--- src/rtl/mem_stage_cfg.svh ---
`ifndef MEM_STAGE_CFG_SVH
`define MEM_STAGE_CFG_SVH

// data and address width of the stage
`define MEM_XLEN 32

// data RAM depth in words
`define MEM_RAM_WORDS 256

// cycles ready stays low after a command
`define MEM_RAM_GAP 2

// cycles from read command to valid pulse
`define MEM_RAM_LAT 3

`endif

--- src/rtl/mem_stage_pkg.sv ---
`include "mem_stage_cfg.svh"

package mem_stage_pkg;

	typedef enum logic [4:0] {
		MEN_X   = 5'd0, // no memory access
		MEN_SB  = 5'd1,
		MEN_SH  = 5'd2,
		MEN_SW  = 5'd3,
		MEN_LB  = 5'd4,
		MEN_LBU = 5'd5,
		MEN_LH  = 5'd6,
		MEN_LHU = 5'd7,
		MEN_LW  = 5'd8
	} mem_op_e;

	typedef enum logic [2:0] {
		CMD_NOP   = 3'd0,
		CMD_READ  = 3'd1,
		CMD_WRITE = 3'd2
	} mem_cmd_e;

	// only carried through this stage
	typedef enum logic [3:0] {
		WB_X   = 4'd0,
		WB_ALU = 4'd1,
		WB_MEM = 4'd2,
		WB_PC  = 4'd3,
		WB_CSR = 4'd4
	} wb_sel_e;

	// one data word, byte lanes or halfword lanes
	typedef union packed {
		logic [`MEM_XLEN/8-1:0][7:0]   b;
		logic [`MEM_XLEN/16-1:0][15:0] h;
	} mem_word_u;

endpackage

--- src/rtl/wb_latch.sv ---
`timescale 1ns/100ps
`include "mem_stage_cfg.svh"

module wb_latch import mem_stage_pkg::*; (
	input  logic                 clk,
	input  logic                 arst_n,
	input  logic                 capture,
	input  logic                 pass,
	input  logic                 publish,
	input  logic                 load_done,
	input  logic [`MEM_XLEN-1:0] load_data,
	input  logic [`MEM_XLEN-1:0] reg_pc,
	input  logic [`MEM_XLEN-1:0] rs2_data,
	input  logic [`MEM_XLEN-1:0] alu_out,
	input  logic                 br_flg,
	input  logic [`MEM_XLEN-1:0] br_target,
	input  mem_op_e              mem_wen,
	input  logic                 rf_wen,
	input  wb_sel_e              wb_sel,
	input  logic [4:0]           wb_addr,
	output mem_op_e              saved_op,
	output logic [`MEM_XLEN-1:0] saved_addr,
	output logic [`MEM_XLEN-1:0] saved_rs2,
	output logic [`MEM_XLEN-1:0] out_read_data,
	output logic [`MEM_XLEN-1:0] out_reg_pc,
	output logic [`MEM_XLEN-1:0] out_alu_out,
	output logic                 out_br_flg,
	output logic [`MEM_XLEN-1:0] out_br_target,
	output logic                 out_rf_wen,
	output wb_sel_e              out_wb_sel,
	output logic [4:0]           out_wb_addr
);

	logic [`MEM_XLEN-1:0] saved_pc;
	logic                 saved_br_flg;
	logic [`MEM_XLEN-1:0] saved_br_target;
	logic                 saved_rf_wen;
	wb_sel_e              saved_wb_sel;
	logic [4:0]           saved_wb_addr;
	logic                 have_load; // aligner holds this access's data

	always_ff @(posedge clk) begin
		if (capture) begin
			saved_addr      <= alu_out;
			saved_rs2       <= rs2_data;
			saved_pc        <= reg_pc;
			saved_br_flg    <= br_flg;
			saved_br_target <= br_target;
			saved_rf_wen    <= rf_wen;
			saved_wb_sel    <= wb_sel;
			saved_wb_addr   <= wb_addr;
		end
	end

	always_ff @(posedge clk or negedge arst_n) begin
		if (!arst_n) begin
			saved_op      <= MEN_X;
			have_load     <= 1'b0;
			out_read_data <= '0;
			out_reg_pc    <= '0;
			out_alu_out   <= '0;
			out_br_flg    <= 1'b0;
			out_br_target <= '0;
			out_rf_wen    <= 1'b0;
			out_wb_sel    <= WB_X;
			out_wb_addr   <= '0;
		end else begin
			if (capture) begin
				saved_op  <= mem_wen;
				have_load <= 1'b0;
			end else if (load_done) begin
				have_load <= 1'b1;
			end
			if (pass) begin
				out_read_data <= '1;
				out_reg_pc    <= reg_pc;
				out_alu_out   <= alu_out;
				out_br_flg    <= br_flg;
				out_br_target <= br_target;
				out_rf_wen    <= rf_wen;
				out_wb_sel    <= wb_sel;
				out_wb_addr   <= wb_addr;
			end else if (publish) begin
				out_read_data <= have_load ? load_data : '1; // stores give all ones
				out_reg_pc    <= saved_pc;
				out_alu_out   <= saved_addr;
				out_br_flg    <= saved_br_flg;
				out_br_target <= saved_br_target;
				out_rf_wen    <= saved_rf_wen;
				out_wb_sel    <= saved_wb_sel;
				out_wb_addr   <= saved_wb_addr;
			end
		end
	end

endmodule

--- config.mk ---
export PLATFORM = sky130hd
export DESIGN_NAME = wb_latch
export DESIGN_NICKNAME = d
export VERILOG_FILES = /design/src/rtl/mem_stage_pkg.sv /design/src/rtl/wb_latch.sv
export VERILOG_INCLUDE_DIRS = /design/src /design/src/rtl
export SDC_FILE = /design/constraint.sdc
export NUM_CORES = 1
export LEC_CHECK = 0
export BUFFER_PORTS_ARGS = -buffer_cell sky130_fd_sc_hd__buf_2
export CORE_AREA = 2 2 216 133
export DETAILED_ROUTE_END_ITERATION = 6
export DIE_AREA = 0 0 218 135
export PLACE_DENSITY_LB_ADDON = 0.05
export REMOVE_ABC_BUFFERS = 1
export SYNTH_ARGS = -nofsm -noshare
export SYNTH_HDL_FRONTEND = slang
export SYNTH_SLANG_ARGS = --single-unit
--- constraint.sdc ---
create_clock -name clk -period 1.3 [get_ports clk]
set_clock_uncertainty 0.2 [all_clocks]
set_input_delay 0.065 -clock clk [delete_from_list [all_inputs] [get_ports clk]]
set_output_delay 0.065 -clock clk [all_outputs]
set_load 0.02 [all_outputs]
# Yosys cells after proc, flatten, opt, wreduce, memory -nomap -nowiden
# Cells that the tools add are included.
[classes] reduce_logical=2 mux=19
[ops] op="32-bit two-way mux" n=9
[ops] op="5-bit two-way mux" n=2
[ops] op="4-bit two-way mux" n=2
[ops] op="1-bit two-way mux" n=6
[ops] op="2-bit nonzero test" n=2
[totals] regBits=284 out_inout_bits=208 inputBits=182 wordCells=39

# Longest topological paths before layout
# Gate-level depths: netlist of the first run.
[depth] word_depth=3 mapped_depth=5 mapped_depth_nobuf=2

# Worst setup path before layout of the first run
# OpenSTA, ideal clock, no wires.
[synth_path] path_type="register to register" startpoint="register have_load" endpoint="register out_read_data[29]" arrival_ns=0.802 setup_slack_ns=0.174 required_ns=0.976 synth_period_minus_slack_ns=1.126 stages_incl_launch_ff=4 path_cell_list="dfrtp_1 -> clkbuf_1 -> and3b_1 -> o21bai_1"
[synth_via] elab_chain_len=3
[synth_lines] item="start, declared" line_no="wb_latch.sv:40" rtl="logic have_load;"
[synth_lines] item="start signal, assigned" line_no="wb_latch.sv:58" rtl="have_load <= 1'b0;"
[synth_lines] item="start signal, assigned" line_no="wb_latch.sv:70" rtl="have_load <= 1'b0;"
[synth_lines] item="start signal, assigned" line_no="wb_latch.sv:72" rtl="have_load <= 1'b1;"
[synth_lines] item="32-bit two-way mux" line_no="wb_latch.sv:84" rtl="out_read_data <= have_load ? load_data : '1;"
[synth_lines] item="32-bit two-way mux" line_no="wb_latch.sv:83" rtl="end else if (publish) begin"
[synth_lines] item="32-bit two-way mux" line_no="wb_latch.sv:74" rtl="if (pass) begin"
[synth_lines] item="end signal, assigned" line_no="wb_latch.sv:84"
[synth_lines] item="end, declared" line_no="wb_latch.sv:24" rtl="output logic [`MEM_XLEN-1:0] out_read_data,"
# Every way passes these cells. The select of a mux whose other input is x is not followed.
# A chain may end at the register's enable or synchronous reset.

# Worst setup path in the final report of the first run
[layout_path] startpoint="register saved_addr[27]" endpoint="output saved_addr[27]"
[layout_lines] item="start, declared" line_no="wb_latch.sv:22" rtl="output logic [`MEM_XLEN-1:0] saved_addr,"
[layout_lines] item="start signal, assigned" line_no="wb_latch.sv:44" rtl="saved_addr <= alu_out;"
# No word-level cell between the ends.

==> qor_table.md, run 1 <==
| Stage | Item | Value |
|---|---|---|
| power | Power density over the cells | 1260 mW/mm² |
| logic synthesis | Cell taking the most area after synthesis | sky130_fd_sc_hd__edfxtp_1 |
| setup path | Category of the worst setup path capture point | output port |
| logic synthesis | Number of register bits inferred by synthesis | 284 |
| setup path | Slowest stage delay, CP | 420 ps |
| global route | Initial antenna violation count | 1 |
| power | IR drop worst, VDD | 0.000896 V |
| global route | First-pass GRT wire length | 48,400 µm |
| logic synthesis | Sequential element share of the synthesized area | 0.718 |
| cts | Clock tree root buffer cell | sky130_fd_sc_hd__clkbuf_16 |
| place | Placed wire-length estimate after detailed placement | 19,900 µm |
| route | Routed WL | 32,300 µm |
| setup path | CP Max Fanout | 2 |
| setup path | Signal arrival time at the worst endpoint | 1130 ps |
| hold path | Class of the worst hold path | input pin to flop |
| logic synthesis | Total of warnings raised by yosys | 0 |
| route | DR DRC count | 0 |
| outcome | Failing checks | setup timing |
| cells and area | Post-layout net count | 1,634 |
| setup path | CP max stage cell | sky130_fd_sc_hd__edfxtp_1 |
| place | Total of buffers placed on input and output ports | 389 |
| route | Via-per-instance ratio | 4.63 |
| cts | TritonCTS Buffers | 28 |
| cts | Worst-path clk slew | 60 ps |
| setup path | Kind of critical path | flop to output port |
| cells and area | Layout cells sized above 1 | 0.384 |
| global route | Maximum number of pins on one net before global-route repair | 65 |
| global route | Remaining Overflow, GRT | 0 |
| setup path | Worst path buffer plus inverter count | 1 |
| run | Max cap viols | 0 |
| global route | All-layer global routing usage | 0.209 |
| setup path | Ordered cell list for the critical path | buf_6 |
| route | Routed wire per std cell | 17.5 µm |
| die | Total number of placement rows | 47 |
| logic synthesis | Leading cell types by total area after synthesis | sky130_fd_sc_hd__edfxtp_1, sky130_fd_sc_hd__dfrtp_1, sky130_fd_sc_hd__mux2i_1 |
| timing | Final hold viol count | 0 |
| route | Vias after detailed routing | 8,522 |
| die | Die outline area | 0.0294 mm² |
| cts | Count of clock tree sinks | 284 |
| place | Weighted congestion at the end of routability-driven global placement | 0.793 |
| die | Die height | 135 µm |
| die | Die width | 218 µm |
| cts | Clock tree from TritonCTS | yes |
| logic synthesis | Fraction of post-synthesis cell area in the top cell type by area | 0.384 |
| route | First-pass iteration count of the detailed router | 5 |
| timing | Setup WS post-layout | -93.9 ps |
| timing | Unrepaired setup endpoints after global routing | true |
| timing | Transition at the pin with the smallest max-transition slack | 305 ps |
| setup path | CP Launch Type | flop |
| place | Number of placed cells counting well taps | 1,495 |
| timing | Worst max-slew margin expressed relative to the limit | 0.797 |
| die | Core Region | 0.0273 mm² |
| setup path | Delay-heaviest family, CP | flip-flops |
| die | IO Count | 390 |
| cells and area | Fillers | 1,994 |
| route | Starting DRC count in detailed routing | 581 |
| cells and area | Final Non-Filler Cells | 1,842 |
| logic synthesis | Count of mapped cells out of synthesis | 758 |
| power | Leak pwr | 0.00840 µW |
| timing | Total of endpoints with negative setup slack in the final report | 208 |
| timing | Max Clock Freq | 717 MHz |
| global route | Number of global-route vias before repair | 8,593 |
| timing | Number of max-slew violations in the final report | 0 |
| setup path | Data required time of the worst path | 1030 ps |
| cts | Later-pin clock latency in the skew report | 550 ps |
| timing | Final min period | 1390 ps |
| cts | CTS H-Tree Depth | 1 |
| logic synthesis | Mean instance size in the synthesized netlist | 14.3 µm² |
| timing | Final cycle utilization of the critical path | 1.07 |
| logic synthesis | Synthesized area | 0.0109 mm² |
| place | Post-placement worst setup slack | 102 ps |
| route | Remaining antenna violation count after routing | 0 |
| cells and area | Syn-to-layout area delta | 67.0% |
| cts | Maximum buffer depth of the clock tree | 3 |
| die | Initial Utilization | 0.398 |
| outcome | Outcome | finished, violations left |
| timing | WHS | 26.6 ps |
| logic synthesis | Number of distinct library cells after synthesis | 15 |
## cell usage after synthesis
library cell / n
sky130_fd_sc_hd__nand2_1: 107
sky130_fd_sc_hd__o21ai_0: 49
sky130_fd_sc_hd__buf_4: 5
sky130_fd_sc_hd__and3b_1: 32
sky130_fd_sc_hd__buf_2: 3
sky130_fd_sc_hd__mux2_2: 5
sky130_fd_sc_hd__o21bai_1: 32
sky130_fd_sc_hd__buf_6: 4
sky130_fd_sc_hd__nor2_1: 34
sky130_fd_sc_hd__mux2i_1: 107
sky130_fd_sc_hd__edfxtp_1: 139
sky130_fd_sc_hd__o21ai_1: 58
sky130_fd_sc_hd__clkbuf_1: 31
sky130_fd_sc_hd__buf_12: 7
sky130_fd_sc_hd__dfrtp_1: 145
## metrics by stage
step,cell area [µm²],utilization,TNS (ps),total power (µW)
finish,18200,0.665,-9420,22900
global route,18200,0.665,-18720,23800
CTS,17700,0.647,-15470,22800
detailed placement,13400,0.490,0,13600
global placement,13400,0.490,0,13500
floorplan,10500,-,0,11900
## power breakdown
part	total, µW	switching (µW)	internal, µW
Clock	7920	3410	4500
Combinational	4310	1990	2320
Sequential	10700	433	10200
Total	22900	5840	17000
## logic make-up (layout without fill, tap and decap cells)
logic type,Yosys count,in the layout,synth area share
multiplexers,112,112,0.104
AO/OA/AOI/OAI,139,139,0.0714
flip-flops,284,284,0.718
other,0,1,0
buffers and inverters,50,766,0.0326
AND/OR/NAND/NOR,173,173,0.0745
## cell type report
cell class	instances	area [µm²]	share of cell area
Tap cell	367	459	0.0253
Timing Repair Buffer	714	6290	0.347
Clock inverter	11	114	0.00627
Antenna cell	1	2.50	0.000138
Clock buffer	41	769	0.0424
Multi-Input combinational cell	424	2710	0.149
Sequential cell	284	7800	0.430
## timing repair
item,in CTS,in global routing
hold endpoints to repair,568,0
hold buffers,192,0
buffers inserted,54,48
resized for setup,346,42
setup endpoints to repair,208,208
## path summary, 6_finish.rpt
kind                       slack, ps                             to  cells past startpoint                      from
max                              -90                 saved_addr[27]                      1  saved_addr[27]$_DFFE_PP_
min                               30        saved_rs2[22]$_DFFE_PP_                      2              rs2_data[22]
max reg2reg                       70     out_alu_out[6]$_DFFE_PN0P_                      4   saved_addr[6]$_DFFE_PP_
min reg2reg                      320     out_reg_pc[24]$_DFFE_PN0P_                      2    saved_pc[24]$_DFFE_PP_
max in group asynchronous         70     out_reg_pc[16]$_DFFE_PN0P_                      4                    arst_n
min in group asynchronous        320  out_read_data[10]$_DFFE_PN0P_                      3                    arst_n
## per-layer routing
| metal | share of wire | up-vias | wire length (µm) | GRT usage |
|---|---|---|---|---|
| li1 | - | 4099 | - | - |
| met1 | 0.44 | 4160 | 14100 | 0.289 |
| met2 | 0.49 | 221 | 15900 | 0.339 |
| met3 | 0.052 | 42 | 1690 | 0.0507 |
| met4 | 0.018 | 0 | 580 | 0.0431 |
| met5 | 0 | - | 0 | 0 |
## flip-flops by register name, indices dropped and copies added (netlist names), 32 cells and up
signal and count:
saved_pc 32, out_br_target 32, out_read_data 32, saved_addr 32
saved_rs2 32, saved_br_target 32, out_alu_out 32, out_reg_pc 32
## placed cells by master (no fill, tap or decap), drive strengths merged
cell type / n
and3b: 32
buf: 522
bufinv: 2
clkbuf: 41
clkinv: 9
dfrtp: 145
diode: 1
dlygate4sd3: 192
edfxtp: 139
mux2: 5
mux2i: 107
nand2: 107
nor2: 34
o21ai: 107
o21bai: 32
No activity file was read; power rests on OpenSTA's default activity.
==> run 2: changes to the inputs <==
- CORE_AREA: 2 2 216 133 -> 2 2 238 146
- DIE_AREA: 0 0 218 135 -> 0 0 240 148
- SKIP_CTS_REPAIR_TIMING: unset -> 1
- clock period: 1.3 -> 1.6 ns (I/O delays scaled with it)
==> qor_table.md, run 2 (synthesis gave the netlist of run 1 again) <==
| Stage | Item | Value | Change |
|---|---|---|---|
| outcome | Outcome | finished, final reports clean | was finished, violations left |
| timing | Transition at the pin with the smallest max-transition slack | 397 ps | was 305 ps |
| cts | Worst-path clk slew | 60 ps | about the same |
| timing | Max Clock Freq | 627 MHz |  |
| power | P_int | 13,600 µW | was 17,000 µW |
| cells and area | Final Util | 0.492 | was 0.665 |
| route | Routed met3 length | 1840 µm | was 1690 µm |
| cells and area | Fillers | 3,042 | was 1,994 |
| cts | Count of clock tree sinks | 284 | unchanged |
| timing | Worst max-slew margin expressed relative to the limit | 0.735 | was 0.797 |
| setup path | Kind of critical path | input pin to flop | was flop to output port |
| timing | Total of endpoints with negative setup slack in the final report | 0 | was 208 |
| place | Weighted congestion at the end of routability-driven global placement | 0.731 | was 0.793 |
| cells and area | Post-layout net count | 1,531 | was 1,634 |
| die | IO Count | 390 | unchanged |
| timing | Number of max-slew violations in the final report | 0 | unchanged |
| timing | Final total negative setup slack | 0 ps | was -9420 ps |
| cts | Maximum buffer depth of the clock tree | 3 | unchanged |
| hold path | Class of the worst hold path | input pin to flop | unchanged |
| power | IR drop worst, VDD | 0.000768 V | was 0.000896 V |
| cts | CTS H-Tree Depth | 1 | unchanged |
| route | Highest routing layer actually used | met4 | unchanged |
| route | Wire length the detailed router placed on met1 | 14,700 µm | was 14,100 µm |
| timing | Final hold viol count | 0 | unchanged |
| cells and area | Syn-to-layout area delta | 50.7% | was 67.0% |
| cells and area | Highest-count cells in the layout ignoring fill and taps | sky130_fd_sc_hd__buf_2, sky130_fd_sc_hd__dlygate4sd3_1, sky130_fd_sc_hd__dfrtp_1 | was sky130_fd_sc_hd__buf_6, sky130_fd_sc_hd__dlygate4sd3_1, sky130_fd_sc_hd__buf_2 |
| setup path | CP Launch Type | input pin | was flop |
| place | Total of buffers placed on input and output ports | 389 | unchanged |
| power | Combinational share of power | 0.148 | was 0.188 |
| setup path | Data required time of the worst path | 1830 ps | was 1030 ps |
| route | DR DRC count | 0 | unchanged |
| setup path | Category of the worst setup path capture point | flop | was output port |
| die | Initial Utilization | 0.326 | was 0.398 |
| route | First-pass iteration count of the detailed router | 4 | was 5 |
| die | Die outline area | 0.0355 mm² | was 0.0294 mm² |
| timing | WHS | 29.8 ps | was 26.6 ps |
| cells and area | Final Non-Filler Cells | 1,832 | was 1,842 |
| route | Via-per-instance ratio | 4.37 | was 4.63 |
| cells and area | Most common cell after layout, fill and taps aside | sky130_fd_sc_hd__buf_2 | was sky130_fd_sc_hd__buf_6 |
| timing | Final cycle utilization of the critical path | 0.997 |  |
| global route | First-pass GRT wire length | 44,500 µm | was 48,400 µm |
| global route | Number of global-route vias before repair | 7,207 | was 8,593 |
| die | Total number of placement rows | 52 | was 47 |
| cts | TritonCTS Buffers | 30 | was 28 |
| power | Relative contribution of sequential cells to total power | 0.468 | was 0.466 |
| run | Max cap viols | 0 | unchanged |
| power | Sw power | 4680 µW | was 5840 µW |
| cells and area | Antenna diode instance count | 0 | was 1 |
| route | Remaining antenna violation count after routing | 0 | unchanged |
| power | Power share of the clock group | 0.385 | was 0.346 |
| die | Die height | 148 µm | was 135 µm |
| die | Core Region | 0.0333 mm² | was 0.0273 mm² |
| route | Length of routed met2 wiring | 14,000 µm | was 15,900 µm |
| route | Routed WL | 31,100 µm | was 32,300 µm |
| die | Die width | 240 µm | was 218 µm |
| global route | All-layer global routing usage | 0.163 | was 0.209 |
| power | Net switching fraction of the power | 0.256 | was 0.255 |
| setup path | R2r worst-path depth | 2 | was 4 |
| place | Number of placed cells counting well taps | 1,589 | was 1,495 |
| cts | Clock tree from TritonCTS | yes | unchanged |
| hold path | Number of cells on the worst hold path | 2 | unchanged |
| power | Power density over the cells | 1120 mW/mm² | was 1260 mW/mm² |
| global route | Initial antenna violation count | 0 | was 1 |
| setup path | Signal arrival time at the worst endpoint | 1830 ps | was 1130 ps |
| place | Placed wire-length estimate after detailed placement | 21,000 µm | was 19,900 µm |
| cts | Later-pin clock latency in the skew report | 560 ps | was 550 ps |
| route | Routed wire per std cell | 17.0 µm | was 17.5 µm |
| timing | Final min period | 1590 ps |  |
| setup path | CP Max Fanout | 20 | was 2 |
| global route | Remaining Overflow, GRT | 0 | unchanged |
| route | Starting DRC count in detailed routing | 389 | was 581 |
| power | Tot Pwr | 18,300 µW | was 22,900 µW |
| route | Vias after detailed routing | 8,009 | was 8,522 |
| cells and area | Layout cells sized above 1 | 0.347 | was 0.384 |
| cts | Clock tree root buffer cell | sky130_fd_sc_hd__clkbuf_16 | unchanged |
| power | Leak pwr | 0.00755 µW | was 0.00840 µW |
| global route | Maximum number of pins on one net before global-route repair | 81 | was 65 |
==> run 2: cell count changes in the layout (fill, tap and decap cells not counted), moves of 5 or more <==
cell and delta:
sky130_fd_sc_hd__buf_2 +194, sky130_fd_sc_hd__clkbuf_1 -6, sky130_fd_sc_hd__buf_4 -100, sky130_fd_sc_hd__dlygate4sd3_1 -5, sky130_fd_sc_hd__clkbuf_8 +9, sky130_fd_sc_hd__buf_6 -195
==> run 2: critical path: stages <==
cell and delay, ps:
sky130_fd_sc_hd__dlygate4sd3_1 540, sky130_fd_sc_hd__buf_6 250, sky130_fd_sc_hd__mux2_2 370, sky130_fd_sc_hd__dlygate4sd3_1 550
==> run 2: path summary, 6_finish.rpt <==
path / slack (ps) / startpoint / to
min reg2reg: 320 / saved_pc[17]$_DFFE_PP_ / out_reg_pc[17]$_DFFE_PN0P_
min: 30 / rs2_data[13] / saved_rs2[13]$_DFFE_PP_
min in group asynchronous: 610 / arst_n / out_reg_pc[2]$_DFFE_PN0P_
max: 5 / capture / saved_op[3]$_DFFE_PN0P_
max reg2reg: 90 / saved_op[1]$_DFFE_PN0P_ / saved_op[1]$_DFFE_PN0P_
max in group asynchronous: 220 / arst_n / saved_op[3]$_DFFE_PN0P_
==> run 2: cell type report <==
class                   count  area [µm²]  share of cell area
clock buffers              46         932              0.0569
clock inverters            10        73.8             0.00451
multi-input cells         424        2710               0.166
flip-flops and latches    284        7800               0.476
well taps                 459         574              0.0351
repair buffers            609        4280               0.261
==> run 2: through the flow <==
stage	worst slack, ps	cell area, µm²
after floorplan	387	10500
after global placement	315	13500
after detailed placement	292	13500
after CTS	140	14500
after global routing	-6.17	16400
final	5.11	16400
==> run 2: routing by layer <==
| layer | up-vias | global-route usage |
|---|---|---|
| li1 | 3886 | - |
| met1 | 3890 | 0.235 |
| met2 | 189 | 0.240 |
| met3 | 44 | 0.0512 |
| met4 | 0 | 0.0329 |
| met5 | - | 0 |
==> run 2: power groups by stage <==
stage | Combinational, µW | Clock, µW | Sequential [µW]
floorplan | 446 | 0 | 9240
CTS | 2360 | 7230 | 8560
global route | 2930 | 7530 | 8620
detailed placement | 2360 | 0 | 8690
global placement | 2340 | 0 | 8690
finish | 2700 | 7040 | 8560
==> run 3: changes to the inputs <==
- CORE_AREA: 2 2 238 146 -> 4 4 240 148
- DIE_AREA: 0 0 240 148 -> 0 0 244 152
- GPL_TIMING_DRIVEN: unset -> 0
- PLACE_DENSITY_LB_ADDON: 0.05 -> 0.3
==> qor_table.md, run 3 (synthesis gave the netlist of run 1 again) <==
| Stage | Item | Value | Change |
|---|---|---|---|
| die | IO Count | 390 | unchanged |
| place | Total of buffers placed on input and output ports | 389 | unchanged |
| route | First-pass iteration count of the detailed router | 6 | was 4 |
| route | Vias after detailed routing | 8,236 | was 8,009 |
| cts | Maximum buffer depth of the clock tree | 3 | unchanged |
| cells and area | Final Util | 0.498 | was 0.492 |
| outcome | Outcome | finished, violations left | was finished, final reports clean |
| global route | Remaining Overflow, GRT | 0 | unchanged |
| route | Via-per-instance ratio | 4.42 | was 4.37 |
| cts | Clock tree from TritonCTS | yes | unchanged |
| timing | Transition at the pin with the smallest max-transition slack | 747 ps | was 397 ps |
| setup path | Kind of critical path | flop to flop | was input pin to flop |
| route | Routed met3 length | 2080 µm | was 1840 µm |
| route | Starting DRC count in detailed routing | 436 | was 389 |
| setup path | Data required time of the worst path | 1810 ps | was 1830 ps |
| place | Weighted congestion at the end of routability-driven global placement | 0.759 | was 0.731 |
| cells and area | Syn-to-layout area delta | 52.5% | was 50.7% |
| route | Highest routing layer actually used | met4 | unchanged |
| timing | Final hold viol count | 173 | was 0 |
| cts | TritonCTS Buffers | 28 | was 30 |
| timing | Total of endpoints with negative setup slack in the final report | 0 | unchanged |
| power | Power density over the cells | 1070 mW/mm² | was 1120 mW/mm² |
| die | Die height | 152 µm | was 148 µm |
| global route | Maximum number of pins on one net before global-route repair | 131 | was 81 |
| cts | Later-pin clock latency in the skew report | 550 ps | was 560 ps |
| global route | All-layer global routing usage | 0.145 | was 0.163 |
| timing | WHS | -178 ps | was 29.8 ps |
| timing | Worst max-slew margin expressed relative to the limit | 0.502 | was 0.735 |
| outcome | Failing checks | hold timing |  |
| timing | Final min period | 1550 ps | was 1590 ps |
| setup path | Signal arrival time at the worst endpoint | 1760 ps | was 1830 ps |
| route | Remaining antenna violation count after routing | 0 | unchanged |
| die | Initial Utilization | 0.326 | unchanged |
| power | IR drop worst, VDD | 0.000672 V | was 0.000768 V |
| cells and area | Antenna diode instance count | 0 | unchanged |
| place | Post-placement worst setup slack | -298 ps | was 292 ps |
| power | Tot Pwr | 17,700 µW | was 18,300 µW |
| timing | Max Clock Freq | 647 MHz | was 627 MHz |
| timing | Setup WS post-layout | 54.5 ps | was 5.11 ps |
| power | Leak pwr | 0.00749 µW | was 0.00755 µW |
| die | Core Region | 0.0333 mm² | unchanged |
| route | Routed wire per std cell | 16.6 µm | was 17.0 µm |
| place | Number of placed cells counting well taps | 1,560 | was 1,589 |
| timing | Final cycle utilization of the critical path | 0.966 | was 0.997 |
| setup path | CP Max Fanout | 2 | was 20 |
| global route | Initial antenna violation count | 0 | unchanged |
| route | Length of routed met2 wiring | 14,600 µm | was 14,000 µm |
| route | Routed WL | 30,800 µm | was 31,100 µm |
| timing | Number of max-slew violations in the final report | 0 | unchanged |
| route | DR DRC count | 0 | unchanged |
| cts | Count of clock tree sinks | 284 | unchanged |
| setup path | Category of the worst setup path capture point | flop | unchanged |
| setup path | CP Launch Type | flop | was input pin |
| cells and area | Post-layout net count | 1,564 | was 1,531 |
| setup path | Ordered cell list for the critical path | mux2i_1, dlygate4sd3_1, o21ai_1 | was dlygate4sd3_1, buf_6, mux2_2, dlygate4sd3_1 |
| run | Max cap viols | 0 | unchanged |
| setup path | CP max stage cell | sky130_fd_sc_hd__dlygate4sd3_1 | unchanged |
| cells and area | Highest-count cells in the layout ignoring fill and taps | sky130_fd_sc_hd__buf_2, sky130_fd_sc_hd__dlygate4sd3_1, sky130_fd_sc_hd__dfrtp_1 | unchanged |
| route | Wire length the detailed router placed on met1 | 13,700 µm | was 14,700 µm |
| hold path | Class of the worst hold path | input pin to flop | unchanged |
| die | Die outline area | 0.0371 mm² | was 0.0355 mm² |
| place | Placed wire-length estimate after detailed placement | 18,700 µm | was 21,000 µm |
| global route | First-pass GRT wire length | 43,800 µm | was 44,500 µm |
| cells and area | Most common cell after layout, fill and taps aside | sky130_fd_sc_hd__buf_2 | unchanged |
| setup path | Slowest stage delay, CP | 580 ps | was 550 ps |
| global route | Number of global-route vias before repair | 7,269 | was 7,207 |
| cells and area | Final Non-Filler Cells | 1,863 | was 1,832 |
| die | Die width | 244 µm | was 240 µm |
| die | Total number of placement rows | 52 | unchanged |
| cells and area | Layout cells sized above 1 | 0.315 | was 0.347 |
| timing | Final total negative setup slack | 0 ps | unchanged |
| cts | CTS H-Tree Depth | 1 | unchanged |
| cts | Worst-path clk slew | 60 ps | about the same |
| cts | Clock tree root buffer cell | sky130_fd_sc_hd__clkbuf_16 | unchanged |
## run 3: cell types whose count changed in the layout (fill, tap and decap cells not counted), sizes merged
cell / delta
clkinv: +3
inv: +1
clkinvlp: +2
dlygate4sd3: +64
buf: -28
clkbuf: -11
## run 3: per-stage QoR
stage / hold WS (ps) / area [µm²]
3_5_place_dp: -67.8 / 13200
5_1_grt: -180 / 16600
2_1_floorplan: -416 / 10500
3_3_place_gp: 57.2 / 13000
6_report: -178 / 16600
4_1_cts: -673 / 14100
## run 3: cell type report
class | count | area [µm²]
clock buffers | 36 | 772
clock inverters | 16 | 113
fillers | 2979 | 16700
multi-input cells | 424 | 2710
flip-flops and latches | 284 | 7800
well taps | 459 | 574
repair buffers | 644 | 4610
## run 3: power breakdown
part / switching, µW / total [µW] / internal [µW] / leakage [µW]
registers: 259 / 8560 / 8300 / 0.00301
clock network: 2820 / 6400 / 3580 / 0.000434
logic: 1530 / 2750 / 1220 / 0.00405
## run 3: routing by layer
layer | GRT usage | vias to the layer above
met5 | 0 | -
li1 | - | 3959
met2 | 0.219 | 238
met4 | 0.0292 | 0
met3 | 0.0557 | 36
met1 | 0.202 | 4003
## run 3: path summary, 6_finish.rpt
path | from | endpoint | slack [ps] | cells after the start
setup / recovery | saved_addr[17]$_DFFE_PP_ | out_alu_out[17]$_DFFE_PN0P_ | 50 | 3
hold / removal | capture | saved_rs2[20]$_DFFE_PP_ | -180 | 1
setup reg to reg | saved_addr[17]$_DFFE_PP_ | out_alu_out[17]$_DFFE_PN0P_ | 50 | 3
hold reg to reg | saved_op[3]$_DFFE_PN0P_ | saved_op[3]$_DFFE_PN0P_ | 310 | 1
max in group asynchronous | arst_n | out_wb_sel[0]$_DFFE_PN0P_ | 450 | 3
min in group asynchronous | arst_n | out_alu_out[0]$_DFFE_PN0P_ | -100 | 2
## run 3: worst max-delay path: cells and delay by family (launching register included)
kind,cells,cell delay [ps]
compound gates,1,60
buf+inv,1,580
mux,1,160
flops,1,410
